[src/mips_dbg_pkg.sv]
package mips_dbg_pkg;

    localparam int BYTE_W       = 8;
    localparam int WORD_W       = 32;
    localparam int REG_ADDR_W   = 5;
    localparam int DM_ADDR_W    = 5;
    localparam int IM_ADDR_W    = 8;   // 256 bytes, 64 instructions
    localparam int CLKS_PER_BIT = 4;

    typedef logic [BYTE_W-1:0]     byte_t;
    typedef logic [WORD_W-1:0]     word_t;
    typedef logic [REG_ADDR_W-1:0] reg_addr_t;
    typedef logic [DM_ADDR_W-1:0]  dm_addr_t;
    typedef logic [IM_ADDR_W-1:0]  im_addr_t;

    // Opcodes and functs
    localparam logic [5:0] OP_RTYPE   = 6'h00;
    localparam logic [5:0] FUNCT_ADDU = 6'h21;
    localparam logic [5:0] OP_ADDI    = 6'h08;
    localparam logic [5:0] OP_LW      = 6'h23;
    localparam logic [5:0] OP_SW      = 6'h2B;
    localparam logic [5:0] OP_HALT    = 6'h3F;

    localparam byte_t CMD_LOAD = 8'h4C;    // "L"
    localparam byte_t CMD_RUN  = 8'h52;    // "R"
    localparam byte_t CMD_STEP = 8'h53;    // "S"
    localparam byte_t ACK_LOAD = 8'h4B;    // "K"

    typedef enum logic [3:0] {
        ST_IDLE,
        ST_LOAD_BYTE,
        ST_LOAD_ACK,
        ST_RUN,
        ST_STEP,
        ST_DUMP_PC,
        ST_DUMP_RB,
        ST_DUMP_DM,
        ST_TX_WAIT
    } du_state_t;

    typedef struct packed {
        logic      pc_enable;
        logic      pc_clear;
        logic      im_write_enable;
        im_addr_t  im_addr;
        byte_t     im_data;
        reg_addr_t rb_addr;   // Debug read of the register bank
        dm_addr_t  dm_addr;   // Debug read of data memory
    } du_ctrl_t;

    typedef struct packed {
        logic  hlt;
        word_t pc;
        word_t rb_data;
        word_t dm_data;
    } dp_status_t;

endpackage
[src/debug_unit.sv]
`timescale 1ns/1ps

module debug_unit
    import mips_dbg_pkg::*;
(
    input  logic       i_clock,
    input  logic       i_rst_n,
    input  byte_t      i_rx_data,
    input  logic       i_rx_done,
    input  logic       i_tx_done,
    input  dp_status_t i_status,
    output du_ctrl_t   o_ctrl,
    output byte_t      o_tx_data,
    output logic       o_tx_start,
    output du_state_t  o_state
);

    du_state_t                state;
    im_addr_t                 load_addr;
    logic [WORD_W-BYTE_W-1:0] load_word;   // Bytes already taken of this word
    word_t                    cur_word;
    logic                     dumping;
    logic [6:0]               word_idx;    // 0 PC, 1..32 registers, 33..64 memory
    logic [6:0]               word_nxt;
    logic [1:0]               byte_idx;
    logic                     last_byte;
    word_t                    dump_word;

    function automatic du_state_t dump_state(input logic [6:0] idx);
        if (idx == 7'd0) begin
            return ST_DUMP_PC;
        end else if (idx <= 7'd32) begin
            return ST_DUMP_RB;
        end
        return ST_DUMP_DM;
    endfunction

    assign cur_word  = {load_word, i_rx_data};
    assign word_nxt  = (byte_idx == 2'd3) ? word_idx + 7'd1 : word_idx;
    assign last_byte = (byte_idx == 2'd3) && (word_idx == 7'd64);  // Byte 260

    always_ff @(posedge i_clock or negedge i_rst_n) begin
        if (!i_rst_n) begin
            state     <= ST_IDLE;
            load_addr <= '0;
            load_word <= '0;
            dumping   <= 1'b0;
            word_idx  <= '0;
            byte_idx  <= '0;
        end else begin
            case (state)
                ST_IDLE: begin
                    if (i_rx_done) begin
                        case (i_rx_data)
                            CMD_LOAD: begin
                                load_addr <= '0;
                                state     <= ST_LOAD_BYTE;
                            end
                            CMD_RUN:  state <= ST_RUN;
                            CMD_STEP: state <= ST_STEP;
                            default: ;                // Not a command
                        endcase
                    end
                end
                ST_LOAD_BYTE: begin
                    if (i_rx_done) begin
                        load_addr <= load_addr + 1'b1;
                        load_word <= cur_word[WORD_W-BYTE_W-1:0];
                        if (load_addr[1:0] == 2'd3 && cur_word[31:26] == OP_HALT) begin
                            state <= ST_LOAD_ACK;
                        end
                    end
                end
                ST_LOAD_ACK: state <= ST_TX_WAIT;
                ST_RUN, ST_STEP: begin
                    // Step always leaves after one cycle
                    if (state == ST_STEP || i_status.hlt) begin
                        dumping  <= 1'b1;
                        word_idx <= '0;
                        byte_idx <= '0;
                        state    <= ST_DUMP_PC;
                    end
                end
                ST_DUMP_PC, ST_DUMP_RB, ST_DUMP_DM: state <= ST_TX_WAIT;
                ST_TX_WAIT: begin
                    if (i_tx_done) begin
                        if (!dumping || last_byte) begin
                            dumping <= 1'b0;
                            state   <= ST_IDLE;
                        end else begin
                            byte_idx <= byte_idx + 1'b1;
                            word_idx <= word_nxt;
                            state    <= dump_state(word_nxt);
                        end
                    end
                end
                default: state <= ST_IDLE;
            endcase
        end
    end

    always_comb begin
        o_ctrl.pc_enable       = (state == ST_RUN || state == ST_STEP) && !i_status.hlt;
        o_ctrl.pc_clear        = (state == ST_IDLE) && i_rx_done && (i_rx_data == CMD_LOAD);
        o_ctrl.im_write_enable = (state == ST_LOAD_BYTE) && i_rx_done;
        o_ctrl.im_addr         = load_addr;
        o_ctrl.im_data         = i_rx_data;
        o_ctrl.rb_addr         = reg_addr_t'(word_idx - 7'd1);
        o_ctrl.dm_addr         = dm_addr_t'(word_idx - 7'd33);
    end

    always_comb begin
        case (state)
            ST_DUMP_PC: dump_word = i_status.pc;
            ST_DUMP_RB: dump_word = i_status.rb_data;
            default:    dump_word = i_status.dm_data;
        endcase
    end

    // MSB first
    assign o_tx_data  = (state == ST_LOAD_ACK) ? ACK_LOAD :
                        dump_word[{~byte_idx, 3'b000} +: BYTE_W];
    assign o_tx_start = (state == ST_LOAD_ACK) || (state == ST_DUMP_PC) ||
                        (state == ST_DUMP_RB)  || (state == ST_DUMP_DM);
    assign o_state    = state;

endmodule

[config.mk]
export PLATFORM = sky130hd
export DESIGN_NAME = debug_unit
export DESIGN_NICKNAME = d
export VERILOG_FILES = /design/src/mips_dbg_pkg.sv /design/src/debug_unit.sv
export SDC_FILE = /design/constraint.sdc
export NUM_CORES = 1
export LEC_CHECK = 0
export BUFFER_PORTS_ARGS = -buffer_cell sky130_fd_sc_hd__buf_2
export CORE_UTILIZATION = 48
export DETAILED_ROUTE_END_ITERATION = 8
export GPL_ROUTABILITY_DRIVEN = 1
export PLACE_DENSITY = 0.82
export RECOVER_POWER = 100
export SYNTH_ARGS = -nofsm -noshare
export SYNTH_HDL_FRONTEND = slang
export SYNTH_SLANG_ARGS = --single-unit
export TNS_END_PERCENT = 20
[constraint.sdc]
create_clock -name i_clock -period 2.4 [get_ports i_clock]
set_clock_uncertainty 0.15 [all_clocks]
set_input_delay 0.24 -clock i_clock [delete_from_list [all_inputs] [get_ports i_clock]]
set_output_delay 0.24 -clock i_clock [all_outputs]
set_load 0.02 [all_outputs]
=== After elaboration in Yosys (flattened, before gate mapping) ===
Index checks and enable logic that the tools add are counted.

* Word-level logic and storage cells: 98
* Input port bits: 109
* Register bits after elaboration: 46
* Output and inout bits: 42

* Shift-type cells: 1
* Add/sub/neg operators: 5
* Muxes and demuxes: 35
* Bitwise logic cells: 1
* Reduce and logical (&&, ||, !) cells: 25
* Equal/unequal tests: 24
* Magnitude comparators: 1

{| class="wikitable"
|+ Operators with widths
! operator !! number
|-
| one-hot mux 32 bit (2 select lines) || 1
|-
| 2-to-1 mux 4 bit || 9
|-
| 2-to-1 mux 8 bit || 4
|-
| indexed part select 32 x 6 -> 8 bit || 1
|-
| 2-to-1 mux 7 bit || 4
|-
| equality test 8 x 7 -> 1 bit (second input constant) || 3
|-
| one-hot mux 4 bit (5 select lines) || 1
|-
| equality test 4 x 3 -> 1 bit (second input constant) || 4
|-
| one-hot mux 8 bit (2 select lines) || 1
|-
| inequality test 2 bit (second input constant) || 7
|-
| one-hot mux 7 bit (2 select lines) || 1
|-
| one-hot mux 4 bit (3 select lines) || 1
|-
| AND reduction 4 bit || 3
|-
| subtractor 5 x 1 -> 5 bit (second input constant) || 2
|-
| adder 8 x 1 -> 8 bit (second input constant) || 1
|-
| equality test 4 x 2 -> 1 bit (second input constant) || 2
|-
| 2-to-1 mux 1 bit || 8
|-
| adder 7 x 1 -> 7 bit (second input constant) || 1
|-
| equality test 7 bit (second input constant) || 1
|-
| <= comparator 7 x 6 -> 1 bit (second input constant) || 1
|-
| logical NOT 7 bit || 1
|-
| equality test 6 bit (second input constant) || 1
|-
| logical AND 1 bit || 6
|-
| logical OR 1 bit || 6
|-
| other kinds (17) || 22
|}

=== Depth between registers and ports, before layout ===
* Word-level depth: 12
* Gate-level depth with buffers: 8
* Gate-level depth less buffers: 7

=== Worst setup path after synthesis ===
OpenSTA, ideal clock, no wires.

* Kind: register -> register
* Start: reg state[1] (netlist: o_state[1])
* End: reg load_addr[2]
* Arrival: 2.120 ns
* Path buffers: 1
* Required time: 2.073 ns
* Slack: -0.048 ns
* Period minus slack after synthesis: 2.448 ns
* Setup time: 0.177 ns
* Cell stages (with the launch flop): 6
* Cells stage by stage: dfrtp_1 -> buf_2 -> nor2_2 -> nand3_1 -> nor4_1 -> nor2_1

* Cells in the longest elaborated chain, start to end: 3
* Elaborated cells on any way between the ends: 8
* Those cells by class: 4 x eq/ne; 1 x mux; 3 x reduce/logical

{| class="wikitable"
|+ Ends and longest elaborated chain
! element !! line !! RTL
|-
| start: declaration || debug_unit.sv:18 || <nowiki>du_state_t state;</nowiki>
|-
| start signal: assignment || debug_unit.sv:93 || <nowiki>state <= dump_state(word_nxt);</nowiki>
|-
| equality test 4 x 1 -> 1 bit or logical NOT 4 bit (tied branches) || debug_unit.sv:51 || <nowiki>case (state)</nowiki>
|-
| inequality test 2 bit (no source line) (tied with other cells) || n/a ||
|-
| AND reduction 4 bit (no source line) || n/a ||
|-
| end signal: assignment || debug_unit.sv:67 || <nowiki>load_addr <= load_addr + 1'b1;</nowiki>
|-
| end: declaration || debug_unit.sv:19 || <nowiki>im_addr_t load_addr;</nowiki>
|}

Parallel ways exist; a longest one is shown, timed or not.
A chain may end at the register's enable or synchronous reset.

=== Worst setup path in the final report ===
* Start: reg state[1] (netlist: o_state[1])
* End: out o_tx_data[1]

* Cells in the longest elaborated chain, start to end: 4
* Elaborated cells on any way between the ends: 6
* Those cells by class: 3 x eq/ne; 1 x shift; 2 x mux

{| class="wikitable"
|+ Ends and longest elaborated chain
! element !! line !! RTL
|-
| equality test 4 x 3 -> 1 bit || debug_unit.sv:113 || <nowiki>case (state)</nowiki>
|-
| one-hot mux 32 bit (2 select lines) || debug_unit.sv:113 ||
|-
| indexed part select 32 x 6 -> 8 bit || debug_unit.sv:122 || <nowiki>dump_word[{~byte_idx, 3'b000} +: BYTE_W];</nowiki>
|-
| 2-to-1 mux 8 bit * || debug_unit.sv:121 || <nowiki>assign o_tx_data = (state == ST_LOAD_ACK) ? ACK_LOAD :</nowiki>
|-
| end: declaration || debug_unit.sv:13 || <nowiki>output byte_t o_tx_data,</nowiki>
|}

Mark *: on every way between the ends. The rest lies on a longest branch, timed or not.

==> results.toml <==
[critical_path]
reg2regPathDepth = 7
critPathKind = "reg2out"
cp-start-kind = "register"
cp.depth = 8
slowest_stage = "and4bb_4"
worst-path-buf-inv = 3
required_ns = 2.01
critical_path.top_delay_family = "compound AO/OA/AOI/OAI gates"
arrival_ns = 2.16
worstPathCellList = "and4bb_4 > buf_6 > buf_16 > a22oi_2 > a21oi_2 > o221ai_1 > a22oi_1 > buf_4"
path_max_fanout = 8
end_kind = "output port"
slowest_delay_ns = 0.42

[floorplanning]
die_y_um = 84.2
io_pins = 151
die_area_sq_um = 7090
fp.coreArea_sq_um = 6420
rows = 29
chipWidth_um = 84.2
start_util_pct = 50.5

[detailed_routing]
antenna_left = 0
wl_per_cell_um = 18.9
routed_wl_mm = 11.2
via_per_inst = 6.24
first_pass_iters = 7
detail_route.iter0.violations = 196
drc_errors = 30
vias = 3701

[synthesis]
postSynth.asyncResetShare_pct = 100
syn_area_sq_um = 3250
synth_top_area_share_pct = 30.8
synth_seq_cells = 40
avgSynthCellArea_sq_um = 9.19
syn_inst = 353
synth.distinct_cells = 65
synth_area_leader_cell = "dfrtp_1"
syn-num-nets = 466
synth_warnings = 0
yosys-top-cells-area = "dfrtp_1 31%, a221oi_1 5.1%, a22oi_1 4.6%, mux2_4 4.2%, mux2_2 3.5%"
synth_edf_count = 0
ys_seq_area_share_pct = 30.8
synth_top_flop_cell = "dfrtp_1"

[placed_design]
gp_congestion = 0.939
portBuffers = 150
dpl.cell_count = 563
place_area_sq_um = 4050
hpwlAfterDp_mm = 7.40

[cells_and_area]
drive_gt1_share_pct = 45.0
layoutNonFillerInstCount = 593
multi_input_area_sq_um = 2170
area_growth_pct = 41.6
nFillCells = 479
n_antenna_cell = 0
finalNetCount = 628
final_cell_area_sq_um = 4600
seq_area_sq_um = 1000

[cts]
cts_sinks = 40
cts-root-buf = "clkbuf_8"
clkLatencyLatePin_ns = 0.30
h-tree-depth = 2
clk_pin_slew_ns = 0.07
cts_tree = "done"
numCtsBuffers = 5
clockBufferDepth = 2

[power]
p_total_mw = 2.88
p_per_area_nw_per_um2 = 626
ir_drop_v = 0.000666
leakagePower_nw = 2.02

[timing]
worst_slew_pin_slew_ns = 0.992
fmax_mhz = 392
finalCritPeriodShare_pct = 106
setup_viol = 18
rsz0062_at_grt = "true"
fin_crit_ns = 2.55
hold_viol_final = 0
worst_slew_margin_rel_pct = 33.9
drv_slew = 0
setup_ws_ns = -0.152

[grt]
grt_max_degree = 41
grt_pass1_wl_mm = 17.0
grt_usage_pct = 30.0
gr-total-overflow = 0
grt_pass1_vias = 3448
antenna_found_initial = 0

[job]
cap_violations = 0

[status]
violations = "design-rule violations, negative setup slack"
status = "finished with violations"

[worst_hold_path]
hold_class = "in2reg"
whs_path_depth = 2
[cell type report]
type	count	share of cell area (%)
clock inverters	3	1.96
multi-input cells	264	47.2
inverters	12	1.14
flip-flops and latches	40	21.8
repair buffers	192	24.3
well taps	77	2.10
clock buffers	5	1.50
[routing by layer]
metal	GRT usage, %	share of wire, %	vias up
li1	-	-	1697
met1	35.9	38	1765
met2	53.9	51	208
met3	5.51	7.5	31
met4	10.5	3.6	0
met5	0	0	-
[state kept, by name, summed over array words and instances, names as in the netlist]
register	flops
o_state	4
word_idx	7
byte_idx	2
load_word	18
dumping	1
load_addr	8
[logic make-up (layout without fill, tap and decap cells)]
group | Yosys count | in the layout | share of synthesized area [%]
xor+xnor | 11 | 11 | 2.97
mux | 26 | 26 | 11.3
compound gates | 112 | 112 | 25.1
flops | 40 | 40 | 30.8
buf+inv | 52 | 212 | 8.75
fa+ha+maj | 4 | 4 | 1.54
simple gates | 108 | 111 | 19.5
[worst reg2reg max path, stage by stage, from the launching register on]
cell,delay (ns)
dfrtp_1,0.41
clkbuf_2,0.15
clkbuf_2,0.23
or3b_4,0.43
or2_0,0.41
nor4_4,0.39
xnor2_1,0.16
nor2_1,0.06
[worst paths after layout]
check | startpoint | to | slack, ns
worst min register to register | load_word[10]$_DFFE_PN0P_ | load_word[10]$_DFFE_PN0P_ | 0.36
min in group asynchronous | i_rst_n | load_addr[2]$_DFFE_PN0P_ | 0.48
worst max register to register | o_state[2]$_DFFE_PN0P_ | load_addr[6]$_DFFE_PN0P_ | -0.08
worst min-delay path | i_tx_done | o_state[3]$_DFFE_PN0P_ | 0.02
max in group asynchronous | i_rst_n | word_idx[4]$_DFFE_PN0P_ | 1.01
worst max-delay path | o_state[1]$_DFFE_PN0P_ | o_tx_data[1] | -0.15
[through the flow]
step / worst slack, ns / hold WS [ns] / utilization (%) / TNS (ns)
floorplan: 0.0106 / -0.206 / - / 0
global placement: 0.0746 / 0.261 / 63.0 / 0
detailed placement: -0.0260 / 0.271 / 63.0 / -0.0260
CTS: -0.0691 / 0.00836 / 71.4 / -0.417
global route: -0.217 / 0.0321 / 71.6 / -3.46
finish: -0.152 / 0.0166 / 71.6 / -1.09
[layout by cell type (no fill, tap or decap), drive strengths merged, types with 10 or more instances in the layout]
cell type / count
buf: 157
dfrtp: 40
clkbuf: 39
nand2: 25
a21oi: 21
a22oi: 20
a221oi: 19
mux2: 19
nor2: 18
inv: 11
o21ai: 10
[where the power goes]
part | total (mW) | switching (mW) | leakage, nW | internal, mW
Clock | 0.759 | 0.239 | 0.0784 | 0.520
Combinational | 1.11 | 0.554 | 1.43 | 0.551
Sequential | 1.01 | 0.146 | 0.507 | 0.866
Total | 2.88 | 0.939 | 2.02 | 1.94
[synth_stat cells (3+ instances only)]
master    count
dfrtp_1      40
buf_6         3
nand2_1      25
nor3_1        9
mux2_4        9
clkbuf_1     12
mux2i_1       3
and4_1        3
o21ai_0       9
o21bai_1      3
nor4_2        3
a31oi_1       5
a22oi_1      20
nand3_1       6
mux4_2        4
and3_1        3
buf_4        14
xnor2_1       9
a221oi_1     19
a21oi_1      21
o221ai_1      9
nand2b_1      7
mux2_2       10
a211oi_1      4
buf_2        11
nor3b_1       3
inv_1        10
o211ai_1      5
nand4_1       8
ha_1          4
nor4_1        4
nor2_1       17
[repair_timing]
action                     in CTS  in global routing
setup endpoints to repair       9                 18
cloned                          6                  0
pin swaps                      26                 14
hold buffers                    1                  0
hold endpoints to repair       40                  0
gates resized for setup        35                 21
setup buffers                  16                  1
Power figures use the tool's default switching activity.
