File: src/mips_dbg_pkg.sv
package mips_dbg_pkg;

    localparam int BYTE_W       = 8;
    localparam int WORD_W       = 32;
    localparam int REG_ADDR_W   = 5;
    localparam int DM_ADDR_W    = 5;
    localparam int IM_ADDR_W    = 8;   // 256 bytes, 64 instructions
    localparam int CLKS_PER_BIT = 4;

    typedef logic [BYTE_W-1:0]     byte_t;
    typedef logic [WORD_W-1:0]     word_t;
    typedef logic [REG_ADDR_W-1:0] reg_addr_t;
    typedef logic [DM_ADDR_W-1:0]  dm_addr_t;
    typedef logic [IM_ADDR_W-1:0]  im_addr_t;

    // Opcodes and functs
    localparam logic [5:0] OP_RTYPE   = 6'h00;
    localparam logic [5:0] FUNCT_ADDU = 6'h21;
    localparam logic [5:0] OP_ADDI    = 6'h08;
    localparam logic [5:0] OP_LW      = 6'h23;
    localparam logic [5:0] OP_SW      = 6'h2B;
    localparam logic [5:0] OP_HALT    = 6'h3F;

    localparam byte_t CMD_LOAD = 8'h4C;    // "L"
    localparam byte_t CMD_RUN  = 8'h52;    // "R"
    localparam byte_t CMD_STEP = 8'h53;    // "S"
    localparam byte_t ACK_LOAD = 8'h4B;    // "K"

    typedef enum logic [3:0] {
        ST_IDLE,
        ST_LOAD_BYTE,
        ST_LOAD_ACK,
        ST_RUN,
        ST_STEP,
        ST_DUMP_PC,
        ST_DUMP_RB,
        ST_DUMP_DM,
        ST_TX_WAIT
    } du_state_t;

    typedef struct packed {
        logic      pc_enable;
        logic      pc_clear;
        logic      im_write_enable;
        im_addr_t  im_addr;
        byte_t     im_data;
        reg_addr_t rb_addr;   // Debug read of the register bank
        dm_addr_t  dm_addr;   // Debug read of data memory
    } du_ctrl_t;

    typedef struct packed {
        logic  hlt;
        word_t pc;
        word_t rb_data;
        word_t dm_data;
    } dp_status_t;

endpackage
File: src/uart.sv
`timescale 1ns/1ps

module uart
    import mips_dbg_pkg::*;
(
    input  logic  i_clock,
    input  logic  i_rst_n,
    input  logic  i_rx,
    input  byte_t i_tx_data,
    input  logic  i_tx_start,
    output byte_t o_rx_data,
    output logic  o_rx_done,
    output logic  o_tx,
    output logic  o_tx_done
);

    typedef enum logic [1:0] {S_IDLE, S_START, S_DATA, S_STOP} uart_st_t;

    logic [1:0]                      rx_meta;
    logic                            rx_s;
    uart_st_t                        rx_st;
    uart_st_t                        tx_st;
    logic [$clog2(CLKS_PER_BIT)-1:0] rx_cnt;
    logic [$clog2(CLKS_PER_BIT)-1:0] tx_cnt;
    logic [2:0]                      rx_bits;
    logic [2:0]                      tx_bits;
    byte_t                           rx_shift;
    byte_t                           tx_shift;

    // Line idles high
    always_ff @(posedge i_clock or negedge i_rst_n) begin
        if (!i_rst_n) begin
            rx_meta <= 2'b11;
        end else begin
            rx_meta <= {rx_meta[0], i_rx};
        end
    end

    assign rx_s = rx_meta[1];

    always_ff @(posedge i_clock or negedge i_rst_n) begin
        if (!i_rst_n) begin
            rx_st     <= S_IDLE;
            rx_cnt    <= '0;
            rx_bits   <= '0;
            rx_shift  <= '0;
            o_rx_done <= 1'b0;
        end else begin
            o_rx_done <= 1'b0;
            case (rx_st)
                S_IDLE: begin
                    rx_cnt <= '0;
                    if (!rx_s) begin
                        rx_st <= S_START;
                    end
                end
                S_START: begin
                    if (rx_cnt == CLKS_PER_BIT/2 - 1) begin  // Mid start bit
                        rx_cnt  <= '0;
                        rx_bits <= '0;
                        rx_st   <= rx_s ? S_IDLE : S_DATA;  // Glitch drops back
                    end else begin
                        rx_cnt <= rx_cnt + 1'b1;
                    end
                end
                S_DATA: begin
                    if (rx_cnt == CLKS_PER_BIT - 1) begin
                        rx_cnt   <= '0;
                        rx_shift <= {rx_s, rx_shift[BYTE_W-1:1]};  // LSB first
                        rx_bits  <= rx_bits + 1'b1;
                        if (rx_bits == 3'd7) begin
                            rx_st <= S_STOP;
                        end
                    end else begin
                        rx_cnt <= rx_cnt + 1'b1;
                    end
                end
                default: begin
                    if (rx_cnt == CLKS_PER_BIT - 1) begin
                        rx_st     <= S_IDLE;
                        o_rx_done <= rx_s;    // Framing error gives no tick
                    end else begin
                        rx_cnt <= rx_cnt + 1'b1;
                    end
                end
            endcase
        end
    end

    assign o_rx_data = rx_shift;

    always_ff @(posedge i_clock or negedge i_rst_n) begin
        if (!i_rst_n) begin
            tx_st     <= S_IDLE;
            tx_cnt    <= '0;
            tx_bits   <= '0;
            tx_shift  <= '0;
            o_tx_done <= 1'b0;
        end else begin
            o_tx_done <= 1'b0;
            if (tx_st == S_IDLE) begin
                tx_cnt <= '0;
                if (i_tx_start) begin
                    tx_shift <= i_tx_data;
                    tx_st    <= S_START;
                end
            end else if (tx_cnt != CLKS_PER_BIT - 1) begin
                tx_cnt <= tx_cnt + 1'b1;
            end else begin
                tx_cnt <= '0;
                case (tx_st)
                    S_START: begin
                        tx_bits <= '0;
                        tx_st   <= S_DATA;
                    end
                    S_DATA: begin
                        tx_shift <= tx_shift >> 1;
                        tx_bits  <= tx_bits + 1'b1;
                        if (tx_bits == 3'd7) begin
                            tx_st <= S_STOP;
                        end
                    end
                    default: begin
                        tx_st     <= S_IDLE;
                        o_tx_done <= 1'b1;   // End of stop bit
                    end
                endcase
            end
        end
    end

    assign o_tx = (tx_st == S_START) ? 1'b0 :
                  (tx_st == S_DATA)  ? tx_shift[0] : 1'b1;

endmodule

File: config.mk
export PLATFORM = sky130hd
export DESIGN_NAME = uart
export DESIGN_NICKNAME = d
export VERILOG_FILES = /design/src/mips_dbg_pkg.sv /design/src/uart.sv
export SDC_FILE = /design/constraint.sdc
export NUM_CORES = 1
export LEC_CHECK = 0
export BUFFER_PORTS_ARGS = -buffer_cell sky130_fd_sc_hd__buf_2
export CAP_MARGIN = 20
export CORE_MARGIN = 2
export CORE_UTILIZATION = 58
export CTS_BUF_LIST = sky130_fd_sc_hd__clkbuf_4
export CTS_CLUSTER_SIZE = 8
export DETAILED_ROUTE_END_ITERATION = 8
export MAX_ROUTING_LAYER = met4
export PLACE_DENSITY = 0.8
export REMOVE_ABC_BUFFERS = 1
export SYNTH_ARGS = -nofsm -noshare
export SYNTH_HDL_FRONTEND = slang
export SYNTH_SLANG_ARGS = --single-unit
File: constraint.sdc
create_clock -name i_clock -period 2 [get_ports i_clock]
set_input_delay 0.1 -clock i_clock [delete_from_list [all_inputs] [get_ports i_clock]]
set_output_delay 0.1 -clock i_clock [all_outputs]
set_load 0.05 [all_outputs]
Word-level counts from Yosys, hierarchy flattened. Index checks and enable logic that the tools add are counted.

Shift-type cells: 0. Eq/ne operators: 17. Reductions and logical operators: 14. Order comparisons: 0. Bitwise gates (word level): 2. Multiply operators: 0. Muxes and demuxes: 33. Add/sub/neg operators: 4. Divide/modulo/power cells: 0.

Operators by type and width (number): 8-bit 2-to-1 mux (4); 2-bit 2-to-1 mux (15); 2-bit inequality test (second input constant) (7); 2-bit case mux with 3 select lines (2); 3-bit case mux with 2 select lines (2); 3-bit AND reduction (4); 1-bit 2-to-1 mux (7); 3-bit by 1-bit adder with 3-bit output (second input constant) (2); 2-bit by 1-bit equality test with 1-bit output (second input constant) (3); 2-bit equality test (second input constant) (3); 3-bit equality test (second input constant) (2); 3-bit 2-to-1 mux (2); 2-bit nonzero test (3); 5-bit AND reduction (1); 2-bit by 1-bit adder with 2-bit output (second input constant) (2); 2-bit zero test (2); 4-bit by 1-bit inequality test with 1-bit output (second input constant) (1); 2-bit case mux with 2 select lines (1); 3-bit inequality test (second input constant) (1); 3-bit nonzero test (1); 3-bit OR reduction (1); 1-bit inverter (2); 2-bit AND reduction (1); 2-bit OR reduction (1).

Register bits: 34. Bits in latches: 0. Bits in read-only memories: 0. Bits in writable memories: 0. Output and inout port bits: 11. Memories kept: 0.

Logic depth before layout (Yosys ltp). Gate-level depths: netlist of run 1.

Depth in word-level cells: 5. Mapped depth: 7. Depth with buffers taken out: 5.

Least setup slack after synthesis of run 1. Ideal clock, no wire load.

Path type: reg2out. Start: register tx_st[0]. End: output o_tx. Path buffers: 0. Slack: 0.442 ns. Arrival: 1.458 ns. Data required time: 1.900 ns. Cell stages (with the launch flop): 4. Path through: dfrtp_1 -> inv_1 -> ha_1 -> a21oi_1.

Word-level cells in the longest chain between the ends: 3.

RTL lines: start: declaration (RTL line uart.sv:22) `uart_st_t tx_st;`; start signal: assignment (RTL line uart.sv:94) `tx_st <= S_IDLE;`; start signal: assignment (RTL line uart.sv:105) `tx_st <= S_START;`; start signal: assignment (RTL line uart.sv:114) `tx_st <= S_DATA;`; 2-bit equality test (RTL line uart.sv:133) `(tx_st == S_DATA) ? tx_shift[0] : 1'b1;`; 1-bit 2-to-1 mux (RTL line uart.sv:133); 1-bit 2-to-1 mux * (RTL line uart.sv:132) `assign o_tx = (tx_st == S_START) ? 1'b0 :`; end: declaration (RTL line uart.sv:13) `output logic o_tx,`.

Mark *: on every way between the ends. The rest lies on a longest branch, timed or not.

Worst setup path after layout of run 1.
Start: register tx_st[0]. End: register tx_shift[6].

Word-level cells in the longest chain between the ends: 3.

RTL lines: 2-bit equality test / 2-bit zero test (equally long branches) (RTL line uart.sv:111, uart.sv:101); 2-bit nonzero test (no line) / 2-bit inequality test (equally long branches); 3-bit AND reduction (no line); end signal: assignment (RTL line uart.sv:104) `tx_shift <= i_tx_data;`; end signal: assignment (RTL line uart.sv:117) `tx_shift <= tx_shift >> 1;`; end: declaration (RTL line uart.sv:28) `byte_t tx_shift;`.

Several ways; a longest one is shown, not always the timed one. A chain may end at the register's enable or synchronous reset.

==> flow_metrics.tcl, run 1 <==
set metrics [dict create \
    worst_pin_slew_ns 0.7347 \
    arrival_ns 2.07 \
    hold_path_depth 3 \
    avgSynthCellArea_sq_um 12.05 \
    async_flop_share_pct 100.0 \
    setup_tns_ns 0 \
    crit_type "reg2reg" \
    crit_path_start_kind "flip-flop" \
    min_to "tx_shift[7]" \
    cp.buffers_inverters 1 \
    fin_nets 191 \
    clock-root-buffer "clkbuf_4" \
    cpLargestDelayFamily "compound AO/OA/AOI/OAI gates" \
    clock_skew_ns 0.004564 \
    yosys.cell_types.count 31 \
    layout_common_cells "dfrtp_1 (32), buf_2 (22), mux2_2 (14)" \
    grt_max_degree 35 \
    area_delta_synth_final_pct 12.57 \
    final_layout_size_suffix_gt1_share_pct 32.14 \
    synth_area_leader_cell "dfrtp_1" \
    reg2reg_slack_ns 0.16 \
    io_buffer_count 22 \
    ys_warn_count 0 \
    synth_cells 138 \
    r2r_end "tx_shift[6]" \
    cp_cell_sequence "inv_1, ha_1, nor2b_4, a22o_1, mux2_4" \
    min_from "i_tx_start" \
    track_usage_pct 19.62 \
    antenna_cells 0 \
    clkTransAtPathRegs_ns 0.10 \
    yosysSeqAreaShare_pct 51.32 \
    grt_pass1_wl_um 4698 \
    finalHoldViolations 0 \
    clkLatencyLatePin_ns 0.34 \
    status "complete, no violations" \
    synthTopCellsByArea "dfrtp_1 (48%), mux2_2 (9.5%), ha_1 (9.0%)" \
    n_fill_cell 209 \
    die_area_sq_um 3311 \
    gp_congestion 0.8211 \
    fin_crit_sh_pct 92.24 \
    p_leak_nw 0.9616 \
    final_common_cell "dfrtp_1" \
    cp_max_fo 9 \
    fmax_mhz 542.1 \
    critPathMaxStageDelay_ns 0.42 \
    place_ws_ns 0.1637 \
    vias_per_cell 5.427 \
    fp.dieH_um 57.55 \
    wl_per_cell_um 13.39 \
    wirelength_um 2664 \
    maxCapViolCount 0 \
    maxSlewViolCount 0 \
    cts_tree "yes" \
    hpwlAfterDp_um 1875 \
    coreArea_sq_um 2734 \
    drcViolationCount 0 \
    instances_no_fill 199 \
    max-vdd-ir-drop_mv 1.019 \
    min_period_ns 1.845 \
    num_vias 1080 \
    rr_worst_depth 5 \
    htreeDepth 2 \
    numCtsBuffers 5 \
    synth_edf_count 0 \
    die_w_um 57.55 \
    end_kind "flip-flop" \
    synth_ff_type "dfrtp_1" \
    rows 19 \
    grt_pass1_vias 1083 \
    synthDominantCellAreaShare_pct 48.16 \
    clock-sinks 34 \
    cts_resized 0 \
    postCtsSetupBuffers 0 \
    initial_core_util_pct 60.82 \
    antenna_found_initial 0 \
    setup_viol 0 \
    holdWs_ns 0.04753 \
    cp_slowest_cell "a22o_1" \
    rsz0062_at_grt "no" \
    r2r_start "tx_st[0]" \
    ys_ff_latch 34 \
    final.setup.worst_slack_ns 0.1553 \
    netlist_area_sq_um 1663 \
    maxSlewHeadroom_pct 51.02 \
    power_density_nw_per_um2 1344 \
    drtIter0Drc 33 \
    clock_path_buffers 2 \
    drt_pass1_iterations 4 \
    dp.cells 188 \
    cp_data_required_time_ns 2.23 \
    num_io_pins 23 \
    overflow 0 \
    antenna_left 0 \
    min_path_type "in2reg" \
]
[synthesized netlist by cell type, types with 2 or more instances]
cell type	instances
a211oi_1	2
a21oi_1	7
a22o_1	2
buf_6	2
dfrtp_1	32
dfstp_2	2
ha_1	12
inv_1	8
mux2_2	14
mux2_4	6
mux2i_1	2
nand2_1	13
nand2b_1	5
nand3b_1	3
nor2_1	5
nor2b_1	2
o21ai_0	7
[state kept, by name, indices dropped and copies added (netlist names)]
name,count
o_rx_data,8
tx_shift,8
rx_bits,3
tx_bits,3
rx_cnt,2
rx_meta,2
rx_st,2
tx_cnt,2
tx_st,2
o_rx_done,1
o_tx_done,1
[routing by layer]
metal	part of all wire (%)	up-vias	wire, um	GRT usage (%)
met3	5.1	4	135	6.122
met5	0	-	0	-
met1	44	513	1181	23.55
met4	1.3	0	35	9.302
li1	-	535	-	-
met2	49	28	1311	30.03
[per-stage QoR]
step / area [sq um] / total power (W) / util (%)
finish: 1872 / 0.002515 / 68.47
global route: 1872 / 0.002703 / 68.47
CTS: 1872 / 0.002543 / 68.47
detailed placement: 1788 / 0.002161 / 65.40
global placement: 1788 / 0.002090 / 65.40
floorplan: 1624 / 0.001889 / -
[cells by family (layout without fill, tap and decap cells)]
group           count (synthesis)  count (layout)  synth area share (%)
compound gates                 24              24                 9.030
fa+ha+maj                      12              12                 9.029
buf+inv                        13              43                 4.138
flops                          34              34                 51.32
mux                            22              22                 16.10
simple gates                   33              33                 10.38
[what timing repair did]
action                                  4_1_cts  5_1_grt
endpoints found under the setup margin        0        0
endpoints found under the hold margin        34        0
hold buffers                                  3        0
[cell type report]
class                      count  area [sq um]  area share, %
clock buffer                   6         45.04          2.406
clock inverter                 2         8.758         0.4679
inverter                       8         30.03          1.604
multi-input combinational     91         740.7          39.57
sequential                    34         853.3          45.59
tap                           31         38.79          2.072
timing repair buffer          27         155.1          8.289
[worst register-to-register path: stages, from the launching register on]
cell and delay (ns):
dfrtp_1 0.41, inv_1 0.09, ha_1 0.32, nor2b_4 0.16, a22o_1 0.42, mux2_4 0.34
[power by group]
group	internal (W)	switching, W	total (W)
logic	0.000501	0.000568	0.00107
registers	0.000891	0.000184	0.00108
clock network	0.000146	0.000225	0.000371
total	0.00154	0.000977	0.00251
[worst max path at each step]
| stage | startpoint | endpoint | slack [ns] | depth (start not counted) |
|---|---|---|---|---|
| 2_1_floorplan | tx_st[0] | tx_shift[1] | 0.14 | 4 |
| 3_3_place_gp | tx_st[0] | tx_shift[3] | 0.24 | 5 |
| 3_5_place_dp | tx_st[0] | tx_shift[1] | 0.16 | 5 |
| 4_1_cts | tx_st[0] | tx_shift[6] | 0.16 | 5 |
| 5_1_grt | tx_st[0] | tx_shift[4] | 0.05 | 5 |
| 6_report | tx_st[0] | tx_shift[6] | 0.16 | 5 |
Power figures use the tool's default switching activity.
==> run 2: changes to the inputs <==
ABC_AREA = 1   (was unset)
SETUP_SLACK_MARGIN = 0.05   (was unset)
==> flow_metrics.tcl, run 2 <==
set metrics [dict create \
    arrival_ns 1.54 \
    synthXorXnorAreaFrac_pct 0 \
    coreArea_sq_um 2734 \
    clkTransAtPathRegs_ns 0.10 \
    maxCapViolCount 0 \
    synth_area_leader_cell "dfrtp_1" \
    antenna_cells 0 \
    cp_max_fo 5 \
    drt_pass1_iterations 4 \
    synthDominantCellAreaShare_pct 48.12 \
    post-route-util_pct 68.92 \
    finalHoldViolations 0 \
    die_w_um 57.57 \
    numCtsBuffers 5 \
    fin_crit_sh_pct 82.14 \
    maxSlewViolCount 0 \
    regArea_sq_um 853.3 \
    grt.met2_usage_pct 36.36 \
    grt.busiest_layer "met2" \
    synth.most_common_cell "nand2_1" \
    final_common_cell "nand2_1" \
    netlist_area_sq_um 1664 \
    yosysSeqAreaShare_pct 51.28 \
    drcViolationCount 0 \
    min_path_type "in2reg" \
    clkLatencyLatePin_ns 0.35 \
    min_period_ns 1.643 \
    clock-root-buffer "clkbuf_4" \
    antenna_left 0 \
    cp_data_required_time_ns 1.90 \
    hpwlAfterDp_um 2190 \
    wirelength_um 3031 \
    rows 19 \
    overflow 0 \
    final_layout_size_suffix_gt1_share_pct 20.18 \
    clock-sinks 34 \
    layout_common_cells "nand2_1 (46), dfrtp_1 (32), inv_1 (27)" \
    yosys-top-cells-count "nand2_1 (46), dfrtp_1 (32), inv_1 (27)" \
    final_cell_area_sq_um 1884 \
    synthTopCellsByArea "dfrtp_1 (48%), nand2_1 (10%), ha_1 (9.0%)" \
    num_io_pins 23 \
    fin_nets 241 \
    vias_per_cell 5.369 \
    fmax_mhz 608.7 \
    total_power_w 0.003191 \
    initial_core_util_pct 60.87 \
    synth_cells 188 \
    met3_usage_pct 7.029 \
    die_area_sq_um 3314 \
    wl_per_cell_um 12.17 \
    maxSlewHeadroom_pct 52.14 \
    rsz0062_at_grt "no" \
    track_usage_pct 22.48 \
    area_delta_synth_final_pct 13.23 \
    crit_path_start_kind "flip-flop" \
    end_kind "primary output" \
    power_density_nw_per_um2 1694 \
    clock_skew_ns 0.01692 \
    p_leak_nw 1.022 \
    setup_viol 0 \
    multi_input_area_sq_um 679.4 \
    setup_tns_ns 0 \
    ys_warn_count 0 \
    dpl_cell_area_sq_um 1792 \
    n_fill_cell 211 \
    synth-simple-area-share_pct 18.20 \
    gp_congestion 0.8267 \
    grt_pass1_vias 1349 \
    fp.dieH_um 57.57 \
    holdWs_ns 0.01601 \
    synthAdderAreaFrac_pct 9.023 \
    synth_edf_count 0 \
    yosys.cell_types.count 21 \
    max-vdd-ir-drop_mv 1.539 \
    drtIter0Drc 36 \
    crit_type "reg2out" \
    grt_max_degree 35 \
    synth_ff_type "dfrtp_1" \
    postCtsSetupBuffers 0 \
    worst_pin_slew_ns 0.7179 \
    synth_top_family_by_area "simple AND/OR/NAND/NOR gates" \
    antenna_found_initial 0 \
    grt_util_met1_pct 25.27 \
    ys_ff_latch 34 \
    avgSynthCellArea_sq_um 8.852 \
    cts_tree "yes" \
    io_buffer_count 22 \
    grt_pass1_wl_um 5423 \
    synth_compound_area_share_pct 13.46 \
    status "complete, no violations" \
    num_vias 1337 \
    clock_path_buffers 2 \
    muxShareOfSynthArea_pct 0 \
    htreeDepth 2 \
    async_flop_share_pct 100.0 \
]
## run 2: logic make-up after synthesis
group                    count (synthesis)
AO/OA/AOI/OAI                           38
adder cells (fa/ha/maj)                 12
buffers and inverters                   32
AND/OR/NAND/NOR                         72
flip-flops                              34
## run 2: path summary, 6_finish.rpt
path / from / to / slack, ns / cells past startpoint
setup / recovery: tx_st[0] / o_tx / 0.36 / 4
setup reg to reg: tx_st[1] / tx_shift[5] / 0.39 / 6
min in group asynchronous: i_rst_n / rx_bits[2] / 0.33 / 2
hold / removal: i_tx_start / tx_shift[7] / 0.02 / 3
hold reg to reg: rx_meta[0] / rx_meta[1] / 0.36 / 0
max in group asynchronous: i_rst_n / tx_st[1] / 1.20 / 2
## run 2: cell type report
type                            count  area share (%)
Clock buffer                        7           2.789
Clock inverter                      1          0.3984
Inverter                           28           5.578
Sequential cell                    34           45.29
Timing Repair Buffer               26           7.835
Tap cell                           31           2.058
Multi-Input combinational cell    122           36.06
## run 2: per-stage QoR
stage	setup slack (ns)	cells
floorplan	0.4459	184
global placement	0.4559	238
detailed placement	0.3071	238
CTS	0.2922	249
global route	0.1903	249
finish	0.3571	249
## run 2: layer usage
metal  vias to the layer above  routed length, um
met2                        43               1476
met5                         -                  0
met4                         0                106
li1                        657                  -
met3                        16                147
met1                       621               1300
## run 2: timing repair
action | 4_1_cts | 5_1_grt
gates resized for setup | 0 | 1
hold endpoints to repair | 34 | 0
hold buffers | 3 | 0
endpoints found under the setup margin | 0 | 1
## run 2: power breakdown
group	switching, W	internal [W]	total, W
clock network	0.000229	0.000166	0.000395
logic	0.00114	0.000494	0.00164
registers	0.000192	0.000968	0.00116
total	0.00156	0.00163	0.00319
## run 2: worst max-delay path, cell delays in order, from the launching register on
cell     delay, ns
dfrtp_1       0.37
inv_1         0.07
ha_1          0.28
a21oi_1       0.20
buf_2         0.29
